===== config.mk =====
export PLATFORM = sky130hd
export DESIGN_NAME = vector_execute_slice
export DESIGN_NICKNAME = d
export VERILOG_FILES = /design/src/vector_core_pkg.sv /design/src/vector_execute_slice.sv /design/src/execute_writeback_register.sv /design/src/vector_lane.sv /design/src/scalar_alu.sv /design/src/forward_unit.sv /design/src/decode_execute_register.sv
export VERILOG_INCLUDE_DIRS = /design/src
export SDC_FILE = /design/constraint.sdc
export NUM_CORES = 2
export LEC_CHECK = 0
export BUFFER_PORTS_ARGS = -buffer_cell sky130_fd_sc_hd__buf_2
export CORE_MARGIN = 4
export CORE_UTILIZATION = 51
export DETAILED_ROUTE_END_ITERATION = 10
export HOLD_SLACK_MARGIN = 0.03
export PLACE_DENSITY = 0.72
export SETUP_SLACK_MARGIN = 0.05
export SLEW_MARGIN = 20
export SYNTH_ARGS = -nofsm -noshare
export SYNTH_HDL_FRONTEND = slang
export SYNTH_HIERARCHICAL = 1
export SYNTH_SLANG_ARGS = --single-unit

===== constraint.sdc =====
create_clock -name clk -period 7 [get_ports clk]
set_clock_uncertainty 0.05 [all_clocks]
set_input_delay 2.1 -clock clk [delete_from_list [all_inputs] [get_ports clk]]
set_output_delay 2.1 -clock clk [all_outputs]
set_load 0.01 [all_outputs]

===== src/vector_core_macros.svh =====
`ifndef VECTOR_CORE_MACROS_SVH
`define VECTOR_CORE_MACROS_SVH

`define SCALAR_WIDTH 16
`define VECTOR_WIDTH 128
`define LANE_WIDTH 16
`define LANE_COUNT 8
`define REG_ADDR_WIDTH 5
`define CTRL_WIDTH 20

// control word layout, bits 19..17 unused
`define CTRL_LOAD 16
`define CTRL_WRE 15
`define CTRL_VECTOR_WRE 14
`define CTRL_MEM_WE_A 13
`define CTRL_MEM_WE_B 12
`define CTRL_WB_SEL 11:10
`define CTRL_VECTOR_WB_SEL 9:8
`define CTRL_ALU_OP 7:4
`define CTRL_VECTOR_OP 3:0

`endif

===== src/vector_core_pkg.sv =====
`default_nettype none

package vector_core_pkg;

	// scalar alu opcodes, unlisted codes give zero
	typedef enum logic [3:0] {
		ALU_ADD    = 4'd0,
		ALU_SUB    = 4'd1,
		ALU_AND    = 4'd2,
		ALU_OR     = 4'd3,
		ALU_XOR    = 4'd4,
		ALU_SLL    = 4'd5,
		ALU_SRL    = 4'd6,
		ALU_SLT    = 4'd7,
		ALU_PASS_B = 4'd8
	} alu_op_t;

	// per-lane vector opcodes
	typedef enum logic [3:0] {
		VEC_ADD = 4'd0,
		VEC_SUB = 4'd1,
		VEC_AND = 4'd2,
		VEC_OR  = 4'd3,
		VEC_XOR = 4'd4,
		VEC_MUL = 4'd5,
		VEC_MAX = 4'd6,
		VEC_MIN = 4'd7
	} vector_op_t;

	typedef enum logic [1:0] {
		WB_ALU   = 2'b00,
		WB_LOAD  = 2'b01,
		// lane 0 element moved to the scalar side
		WB_LANE0 = 2'b10,
		WB_ZERO  = 2'b11
	} wb_sel_t;

	typedef enum logic [1:0] {
		VWB_LANES     = 2'b00,
		VWB_LOAD      = 2'b01,
		VWB_OPERAND_B = 2'b10,
		VWB_ZERO      = 2'b11
	} vector_wb_sel_t;

endpackage

`default_nettype wire


===== src/vector_execute_slice.sv =====
`timescale 1ns/1ps
`default_nettype none

`include "vector_core_macros.svh"

module vector_execute_slice
	import vector_core_pkg::*;
(
	input logic clk,
	input logic reset,
	input logic [`CTRL_WIDTH-1:0] control_word,
	input logic [`SCALAR_WIDTH-1:0] src_a,
	input logic [`SCALAR_WIDTH-1:0] src_b,
	input logic [`VECTOR_WIDTH-1:0] src_a_vector,
	input logic [`VECTOR_WIDTH-1:0] src_b_vector,
	input logic [`REG_ADDR_WIDTH-1:0] rs1,
	input logic [`REG_ADDR_WIDTH-1:0] rs2,
	input logic [`REG_ADDR_WIDTH-1:0] rd,
	input logic [`SCALAR_WIDTH-1:0] mem_read_data,
	input logic [`VECTOR_WIDTH-1:0] mem_vector_read_data,

	output logic wre,
	output logic vector_wre,
	output logic mem_we_a,
	output logic mem_we_b,
	output logic [`REG_ADDR_WIDTH-1:0] rd_writeback,
	output logic [`SCALAR_WIDTH-1:0] writeback_data,
	output logic [`VECTOR_WIDTH-1:0] vector_writeback_data
);

	logic wre_execute;
	logic vector_wre_execute;
	logic mem_we_a_execute;
	logic mem_we_b_execute;
	wb_sel_t wb_sel_execute;
	vector_wb_sel_t vector_wb_sel_execute;
	alu_op_t alu_op_execute;
	vector_op_t vector_op_execute;
	logic [`SCALAR_WIDTH-1:0] src_a_execute;
	logic [`SCALAR_WIDTH-1:0] src_b_execute;
	logic [`VECTOR_WIDTH-1:0] src_a_vector_execute;
	logic [`VECTOR_WIDTH-1:0] src_b_vector_execute;
	logic [`REG_ADDR_WIDTH-1:0] rs1_execute;
	logic [`REG_ADDR_WIDTH-1:0] rs2_execute;
	logic [`REG_ADDR_WIDTH-1:0] rd_execute;
	logic load_instruction;

	logic [`SCALAR_WIDTH-1:0] operand_a;
	logic [`SCALAR_WIDTH-1:0] operand_b;
	logic [`VECTOR_WIDTH-1:0] operand_a_vector;
	logic [`VECTOR_WIDTH-1:0] operand_b_vector;
	logic [`SCALAR_WIDTH-1:0] alu_result;
	logic [`VECTOR_WIDTH-1:0] lane_results;

	decode_execute_register i_decode_execute (.*);

	// writeback outputs loop back as the bypass source
	forward_unit i_forward (
		.src_a_execute(src_a_execute),
		.src_b_execute(src_b_execute),
		.src_a_vector_execute(src_a_vector_execute),
		.src_b_vector_execute(src_b_vector_execute),
		.rs1_execute(rs1_execute),
		.rs2_execute(rs2_execute),
		.wre_writeback(wre),
		.vector_wre_writeback(vector_wre),
		.rd_writeback(rd_writeback),
		.writeback_data(writeback_data),
		.vector_writeback_data(vector_writeback_data),
		.operand_a(operand_a),
		.operand_b(operand_b),
		.operand_a_vector(operand_a_vector),
		.operand_b_vector(operand_b_vector)
	);

	scalar_alu i_alu (
		.alu_op(alu_op_execute),
		.operand_a(operand_a),
		.operand_b(operand_b),
		.alu_result(alu_result)
	);

	for (genvar i = 0; i < `LANE_COUNT; i++) begin : g_lane
		vector_lane i_lane (
			.vector_op(vector_op_execute),
			.lane_a(operand_a_vector[i*`LANE_WIDTH +: `LANE_WIDTH]),
			.lane_b(operand_b_vector[i*`LANE_WIDTH +: `LANE_WIDTH]),
			.lane_result(lane_results[i*`LANE_WIDTH +: `LANE_WIDTH])
		);
	end

	execute_writeback_register i_execute_writeback (.*);

endmodule

`default_nettype wire


===== src/execute_writeback_register.sv =====
`timescale 1ns/1ps
`default_nettype none

`include "vector_core_macros.svh"

module execute_writeback_register
	import vector_core_pkg::*;
(
	input logic clk,
	input logic reset,
	input logic wre_execute,
	input logic vector_wre_execute,
	input logic mem_we_a_execute,
	input logic mem_we_b_execute,
	input wb_sel_t wb_sel_execute,
	input vector_wb_sel_t vector_wb_sel_execute,
	input logic load_instruction,
	input logic [`REG_ADDR_WIDTH-1:0] rd_execute,
	input logic [`SCALAR_WIDTH-1:0] alu_result,
	input logic [`VECTOR_WIDTH-1:0] lane_results,
	input logic [`VECTOR_WIDTH-1:0] operand_b_vector,
	input logic [`SCALAR_WIDTH-1:0] mem_read_data,
	input logic [`VECTOR_WIDTH-1:0] mem_vector_read_data,

	output logic wre,
	output logic vector_wre,
	output logic mem_we_a,
	output logic mem_we_b,
	output logic [`REG_ADDR_WIDTH-1:0] rd_writeback,
	output logic [`SCALAR_WIDTH-1:0] writeback_data,
	output logic [`VECTOR_WIDTH-1:0] vector_writeback_data
);

	logic [`SCALAR_WIDTH-1:0] scalar_next;
	logic [`VECTOR_WIDTH-1:0] vector_next;

	always_comb begin
		case (wb_sel_execute)
			WB_ALU: scalar_next = alu_result;
			WB_LOAD: scalar_next = mem_read_data;
			WB_LANE0: scalar_next = lane_results[`LANE_WIDTH-1:0];
			default: scalar_next = '0;
		endcase
	end

	always_comb begin
		case (vector_wb_sel_execute)
			VWB_LANES: vector_next = lane_results;
			VWB_LOAD: vector_next = mem_vector_read_data;
			VWB_OPERAND_B: vector_next = operand_b_vector;
			default: vector_next = '0;
		endcase
	end

	always_ff @(posedge clk) begin
		if (reset) begin
			wre <= 1'b0;
			vector_wre <= 1'b0;
			mem_we_a <= 1'b0;
			mem_we_b <= 1'b0;
			rd_writeback <= '0;
			writeback_data <= '0;
			vector_writeback_data <= '0;
		end else begin
			wre <= wre_execute;
			vector_wre <= vector_wre_execute;
			mem_we_a <= mem_we_a_execute;
			mem_we_b <= mem_we_b_execute;
			rd_writeback <= rd_execute;
			writeback_data <= scalar_next;
			vector_writeback_data <= vector_next;
		end
	end

	// a load that writes a register should take memory data on some side
	a_load_uses_load_data: assert property (
		@(posedge clk) disable iff (reset)
		(load_instruction && (wre_execute || vector_wre_execute))
			|-> (wb_sel_execute == WB_LOAD || vector_wb_sel_execute == VWB_LOAD)
	) else $error("execute_writeback_register: load without a load-data select");

endmodule

`default_nettype wire


===== src/vector_lane.sv =====
`timescale 1ns/1ps
`default_nettype none

`include "vector_core_macros.svh"

module vector_lane
	import vector_core_pkg::*;
(
	input vector_op_t vector_op,
	input logic [`LANE_WIDTH-1:0] lane_a,
	input logic [`LANE_WIDTH-1:0] lane_b,
	output logic [`LANE_WIDTH-1:0] lane_result
);

	// only the low half of the product is kept
	logic [`LANE_WIDTH-1:0] product;
	logic a_greater;

	assign product = lane_a * lane_b;
	// elements are two's complement for max and min
	assign a_greater = $signed(lane_a) > $signed(lane_b);

	always_comb begin
		case (vector_op)
			VEC_ADD: begin
				lane_result = lane_a + lane_b;
			end
			VEC_SUB: begin
				lane_result = lane_a - lane_b;
			end
			VEC_AND: begin
				lane_result = lane_a & lane_b;
			end
			VEC_OR: begin
				lane_result = lane_a | lane_b;
			end
			VEC_XOR: begin
				lane_result = lane_a ^ lane_b;
			end
			VEC_MUL: begin
				lane_result = product;
			end
			VEC_MAX: begin
				lane_result = a_greater ? lane_a : lane_b;
			end
			VEC_MIN: begin
				lane_result = a_greater ? lane_b : lane_a;
			end
			default: begin
				lane_result = '0;
			end
		endcase
	end

endmodule

`default_nettype wire


===== src/scalar_alu.sv =====
`timescale 1ns/1ps
`default_nettype none

`include "vector_core_macros.svh"

module scalar_alu
	import vector_core_pkg::*;
(
	input alu_op_t alu_op,
	input logic [`SCALAR_WIDTH-1:0] operand_a,
	input logic [`SCALAR_WIDTH-1:0] operand_b,
	output logic [`SCALAR_WIDTH-1:0] alu_result
);

	logic [3:0] shift_amount;
	logic less_than;

	// shifts only look at the low nibble of b
	assign shift_amount = operand_b[3:0];
	assign less_than = $signed(operand_a) < $signed(operand_b);

	always_comb begin
		case (alu_op)
			ALU_ADD: begin
				alu_result = operand_a + operand_b;
			end
			ALU_SUB: begin
				alu_result = operand_a - operand_b;
			end
			ALU_AND: begin
				alu_result = operand_a & operand_b;
			end
			ALU_OR: begin
				alu_result = operand_a | operand_b;
			end
			ALU_XOR: begin
				alu_result = operand_a ^ operand_b;
			end
			ALU_SLL: begin
				alu_result = operand_a << shift_amount;
			end
			ALU_SRL: begin
				alu_result = operand_a >> shift_amount;
			end
			ALU_SLT: begin
				alu_result = {{(`SCALAR_WIDTH-1){1'b0}}, less_than};
			end
			ALU_PASS_B: begin
				alu_result = operand_b;
			end
			default: begin
				alu_result = '0;
			end
		endcase
	end

endmodule

`default_nettype wire


===== src/forward_unit.sv =====
`timescale 1ns/1ps
`default_nettype none

`include "vector_core_macros.svh"

module forward_unit (
	input logic [`SCALAR_WIDTH-1:0] src_a_execute,
	input logic [`SCALAR_WIDTH-1:0] src_b_execute,
	input logic [`VECTOR_WIDTH-1:0] src_a_vector_execute,
	input logic [`VECTOR_WIDTH-1:0] src_b_vector_execute,
	input logic [`REG_ADDR_WIDTH-1:0] rs1_execute,
	input logic [`REG_ADDR_WIDTH-1:0] rs2_execute,
	input logic wre_writeback,
	input logic vector_wre_writeback,
	input logic [`REG_ADDR_WIDTH-1:0] rd_writeback,
	input logic [`SCALAR_WIDTH-1:0] writeback_data,
	input logic [`VECTOR_WIDTH-1:0] vector_writeback_data,
	output logic [`SCALAR_WIDTH-1:0] operand_a,
	output logic [`SCALAR_WIDTH-1:0] operand_b,
	output logic [`VECTOR_WIDTH-1:0] operand_a_vector,
	output logic [`VECTOR_WIDTH-1:0] operand_b_vector
);

	logic rd_nonzero;
	logic match_rs1;
	logic match_rs2;

	// register 0 is never a forwarding source
	assign rd_nonzero = rd_writeback != '0;
	assign match_rs1 = rd_nonzero && (rd_writeback == rs1_execute);
	assign match_rs2 = rd_nonzero && (rd_writeback == rs2_execute);

	assign operand_a = (wre_writeback && match_rs1) ? writeback_data : src_a_execute;
	assign operand_b = (wre_writeback && match_rs2) ? writeback_data : src_b_execute;

	// vector side uses its own write enable
	assign operand_a_vector = (vector_wre_writeback && match_rs1)
		? vector_writeback_data : src_a_vector_execute;
	assign operand_b_vector = (vector_wre_writeback && match_rs2)
		? vector_writeback_data : src_b_vector_execute;

	always_comb begin
		if (rd_writeback == '0) begin
			a_no_forward_r0: assert final (operand_a == src_a_execute)
				else $error("forward_unit: operand a bypassed from register 0");
		end
	end

endmodule

`default_nettype wire


===== src/decode_execute_register.sv =====
`timescale 1ns/1ps
`default_nettype none

`include "vector_core_macros.svh"

module decode_execute_register
	import vector_core_pkg::*;
(
	input logic clk,
	input logic reset,
	input logic [`CTRL_WIDTH-1:0] control_word,
	input logic [`SCALAR_WIDTH-1:0] src_a,
	input logic [`SCALAR_WIDTH-1:0] src_b,
	input logic [`VECTOR_WIDTH-1:0] src_a_vector,
	input logic [`VECTOR_WIDTH-1:0] src_b_vector,
	input logic [`REG_ADDR_WIDTH-1:0] rs1,
	input logic [`REG_ADDR_WIDTH-1:0] rs2,
	input logic [`REG_ADDR_WIDTH-1:0] rd,

	output logic wre_execute,
	output logic vector_wre_execute,
	output logic mem_we_a_execute,
	output logic mem_we_b_execute,
	output wb_sel_t wb_sel_execute,
	output vector_wb_sel_t vector_wb_sel_execute,
	output alu_op_t alu_op_execute,
	output vector_op_t vector_op_execute,
	output logic [`SCALAR_WIDTH-1:0] src_a_execute,
	output logic [`SCALAR_WIDTH-1:0] src_b_execute,
	output logic [`VECTOR_WIDTH-1:0] src_a_vector_execute,
	output logic [`VECTOR_WIDTH-1:0] src_b_vector_execute,
	output logic [`REG_ADDR_WIDTH-1:0] rs1_execute,
	output logic [`REG_ADDR_WIDTH-1:0] rs2_execute,
	output logic [`REG_ADDR_WIDTH-1:0] rd_execute,
	output logic load_instruction
);

	always_ff @(posedge clk) begin
		if (reset) begin
			src_a_execute <= '0;
			src_b_execute <= '0;
			src_a_vector_execute <= '0;
			src_b_vector_execute <= '0;
			rs1_execute <= '0;
			rs2_execute <= '0;
			rd_execute <= '0;

			load_instruction <= 1'b0;
			wre_execute <= 1'b0;
			vector_wre_execute <= 1'b0;
			mem_we_a_execute <= 1'b0;
			mem_we_b_execute <= 1'b0;
			wb_sel_execute <= WB_ALU;
			vector_wb_sel_execute <= VWB_LANES;
			alu_op_execute <= ALU_ADD;
			vector_op_execute <= VEC_ADD;
		end else begin
			src_a_execute <= src_a;
			src_b_execute <= src_b;
			src_a_vector_execute <= src_a_vector;
			src_b_vector_execute <= src_b_vector;
			rs1_execute <= rs1;
			rs2_execute <= rs2;
			rd_execute <= rd;

			// split the decoded word into its fields
			load_instruction <= control_word[`CTRL_LOAD];
			wre_execute <= control_word[`CTRL_WRE];
			vector_wre_execute <= control_word[`CTRL_VECTOR_WRE];
			mem_we_a_execute <= control_word[`CTRL_MEM_WE_A];
			mem_we_b_execute <= control_word[`CTRL_MEM_WE_B];
			wb_sel_execute <= wb_sel_t'(control_word[`CTRL_WB_SEL]);
			vector_wb_sel_execute <= vector_wb_sel_t'(control_word[`CTRL_VECTOR_WB_SEL]);
			alu_op_execute <= alu_op_t'(control_word[`CTRL_ALU_OP]);
			vector_op_execute <= vector_op_t'(control_word[`CTRL_VECTOR_OP]);
		end
	end

	// a reset bubble must not write or load anything downstream
	a_reset_bubble: assert property (
		@(posedge clk) reset |=> (!wre_execute && !vector_wre_execute && !mem_we_a_execute
			&& !mem_we_b_execute && !load_instruction)
	) else $error("decode_execute_register: control active after reset");

endmodule

`default_nettype wire


==> qor.yml <==
outcome: "finished, violations left"
violations: "negative setup slack"
end_kind: "register"
yosys_warnings: 6
avgSynthCellArea_um2: 8.20
worst_slack_ns: -0.906
ctsHtreeMaxLevel: 2
synthCells: 9198
slew_headroom_pct: 18.1
timing.hold.ws_ns: 0.394
cts_tree: "yes"
cts.clk_slew.worst_paths_ns: 0.07
first_iter_violations: 6841
hpwl_mm: 237
die_y_um: 393
r2r_start: "i_execute_writeback/rd_writeback[3]"
ant_nets: 0
nets: 12600
synth_nets: 11200
wl_per_cell_um: 23.6
vias: 74100
core_area_um2: 146000
reg2reg_slack_ns: -0.91
hold_start: "i_decode_execute/wre_execute"
rsz0062_at_grt: "true"
holdPathStages: 1
drt_first_pass_iters: 6
powerDensity_nw_per_um2: 152
num_rows: 140
r2r_end: "i_execute_writeback/vector_writeback_data[71]"
drv_cap: 0
antenna_found_initial: 11
vias_per_cell: 5.87
final_hold_viol_count: 0
grtUsageTotal_pct: 37.4
grt_overflow: 0
die_area_um2: 154000
cp-start-kind: "register"
start_util_pct: 51.6
die_w_um: 393
fin_util_pct: 63.6
top_level_ports: 622
leakagePower_nw: 43.0
pre_cts_ws_ns: -1.01
cts_root_buf: "clkbuf_16"
cp_slowest_cell: "a211oi_1"
cts.path.max_buffers: 3
synth_area_um2: 75400
crit_type: "reg -> reg"
io_buffers: 617
tightestPinTransition_ns: 1.23
drive_gt1_share_pct: 27.8
clk-insertion-delay-late_ns: 0.68
ff2ff_path_depth: 30
route.detailed.drc: 0
finalCritPeriodShare_pct: 113
grt_pass1_vias: 74700
cts_sinks: 472
max_freq_mhz: 126
setup_viol: 82
dpl-instance-area_um2: 87900
arrival_ns: 8.35
numCtsBuffers: 53
cp_slowest_stage_delay_ns: 0.99
period_minus_slack_ns: 7.91
path_max_fanout: 12
finalPower_mw: 14.1
holdPathEnd: "i_execute_writeback/wre"
ctsHoldBuffers: 0
drv_slew: 0
ir_drop_v: 0.000206
wirelength_mm: 297
fin_area_um2: 93000
grt_max_degree: 182
grt_pass1_wl_mm: 447
min-delay-path-class: "reg -> reg"
crit_required_ns: 7.44
area_growth_pct: 23.3
place_congestion: 1.05
[how the worst max path moves through the flow]
stage | from | endpoint | slack, ns | cells past startpoint
floorplan | i_execute_writeback/rd_writeback[3] | i_execute_writeback/vector_writeback_data[126] | -0.05 | 30
global placement | i_execute_writeback/rd_writeback[1] | i_execute_writeback/vector_writeback_data[45] | -0.93 | 31
detailed placement | i_execute_writeback/rd_writeback[1] | i_execute_writeback/vector_writeback_data[45] | -1.01 | 30
CTS | i_execute_writeback/rd_writeback[3] | i_execute_writeback/vector_writeback_data[110] | -0.81 | 35
global route | i_execute_writeback/rd_writeback[3] | i_execute_writeback/vector_writeback_data[110] | -1.11 | 35
finish | i_execute_writeback/rd_writeback[3] | i_execute_writeback/vector_writeback_data[71] | -0.91 | 30
[what timing repair did]
item,in CTS,in global routing
setup endpoints to repair,85,100
pin swaps,182,92
gates resized for setup,456,128
gates cloned,5,0
buffers inserted,82,17
[where the power goes]
| group | leakage [nW] | switching (mW) | internal [mW] | total, mW |
|---|---|---|---|---|
| logic | 38.2 | 4.56 | 3.49 | 8.05 |
| clock network | 0.887 | 1.31 | 1.69 | 3.01 |
| registers | 3.93 | 0.162 | 2.87 | 3.03 |
| total | 43.0 | 6.03 | 8.05 | 14.1 |
[area by class of cell]
type                            count  area (um2)
Antenna cell                        5        12.5
Clock inverter                     25         284
Multi-Input combinational cell   6933       61100
Clock buffer                       73        1530
Inverter                         1358        5300
Tap cell                         1917        2400
Timing Repair Buffer             1832       12900
Fill cell                       12600       53300
Sequential cell                   472        9470
[per-layer routing]
layer | vias up | track usage, % | part of all wire [%]
li1 | 33600 | - | -
met5 | - | 0 | 0
met3 | 810 | 6.69 | 9.1
met2 | 3684 | 60.5 | 45
met1 | 36000 | 48.6 | 40
met4 | 0 | 17.8 | 5.7
[state kept, by name, summed over array words and instances (netlist names), 2 cells and up]
register and cells:
i_decode_execute/rs2_execute 5, i_execute_writeback/writeback_data 16, i_decode_execute/src_a_execute 16, i_decode_execute/wb_sel_execute 2, i_decode_execute/src_a_vector_execute 128, i_decode_execute/rd_execute 5, i_decode_execute/vector_wb_sel_execute 2, i_decode_execute/src_b_execute 16
i_execute_writeback/vector_writeback_data 128, i_execute_writeback/rd_writeback 5, i_decode_execute/alu_op_execute 4, i_decode_execute/src_b_vector_execute 128, i_decode_execute/rs1_execute 5, i_decode_execute/vector_op_execute 4
[worst max-delay path, delay by kind of cell (launching register included)]
kind | cells | cell delay (ns)
DFF | 1 | 0.35
adders and majority gates | 8 | 2.92
AOI/OAI and AO/OA | 8 | 2.12
and+or+nand+nor | 3 | 0.82
buffers and inverters | 10 | 1.09
muxes | 1 | 0.36
[placed cells by master, fill, tap and decap left out, types with 35 or more instances in the layout]
| master | instances |
|---|---|
| dfxtp_1 | 462 |
| a211oi_1 | 173 |
| mux2_2 | 143 |
| o221ai_1 | 55 |
| xnor2_1 | 268 |
| inv_1 | 1203 |
| o211ai_1 | 88 |
| buf_4 | 1143 |
| ha_1 | 756 |
| ha_4 | 36 |
| fa_1 | 633 |
| o22ai_1 | 59 |
| or3_1 | 48 |
| clkbuf_16 | 56 |
| a31oi_1 | 47 |
| mux2i_1 | 57 |
| a221oi_1 | 60 |
| o21ai_0 | 250 |
| a21oi_1 | 369 |
| xor2_1 | 70 |
| nand2_1 | 746 |
| a21o_1 | 63 |
| a22oi_1 | 51 |
| o21ai_1 | 45 |
| nor2_1 | 845 |
| nand2b_1 | 210 |
| nor2b_1 | 495 |
| inv_2 | 68 |
| buf_2 | 616 |
| o21bai_1 | 40 |
| mux2_4 | 144 |
| a211oi_2 | 173 |
| nand3_1 | 64 |
| nor3_1 | 138 |
| a21oi_2 | 40 |
| buf_6 | 35 |
[per-stage QoR]
stage	std cells	TNS (ns)
5_1_grt	12600	-64.11
3_5_place_dp	12400	-51.92
2_1_floorplan	9198	-0.0700
4_1_cts	12600	-32.71
6_report	12600	-45.82
3_3_place_gp	12400	-43.46
(Power assumes the default switching activity.)
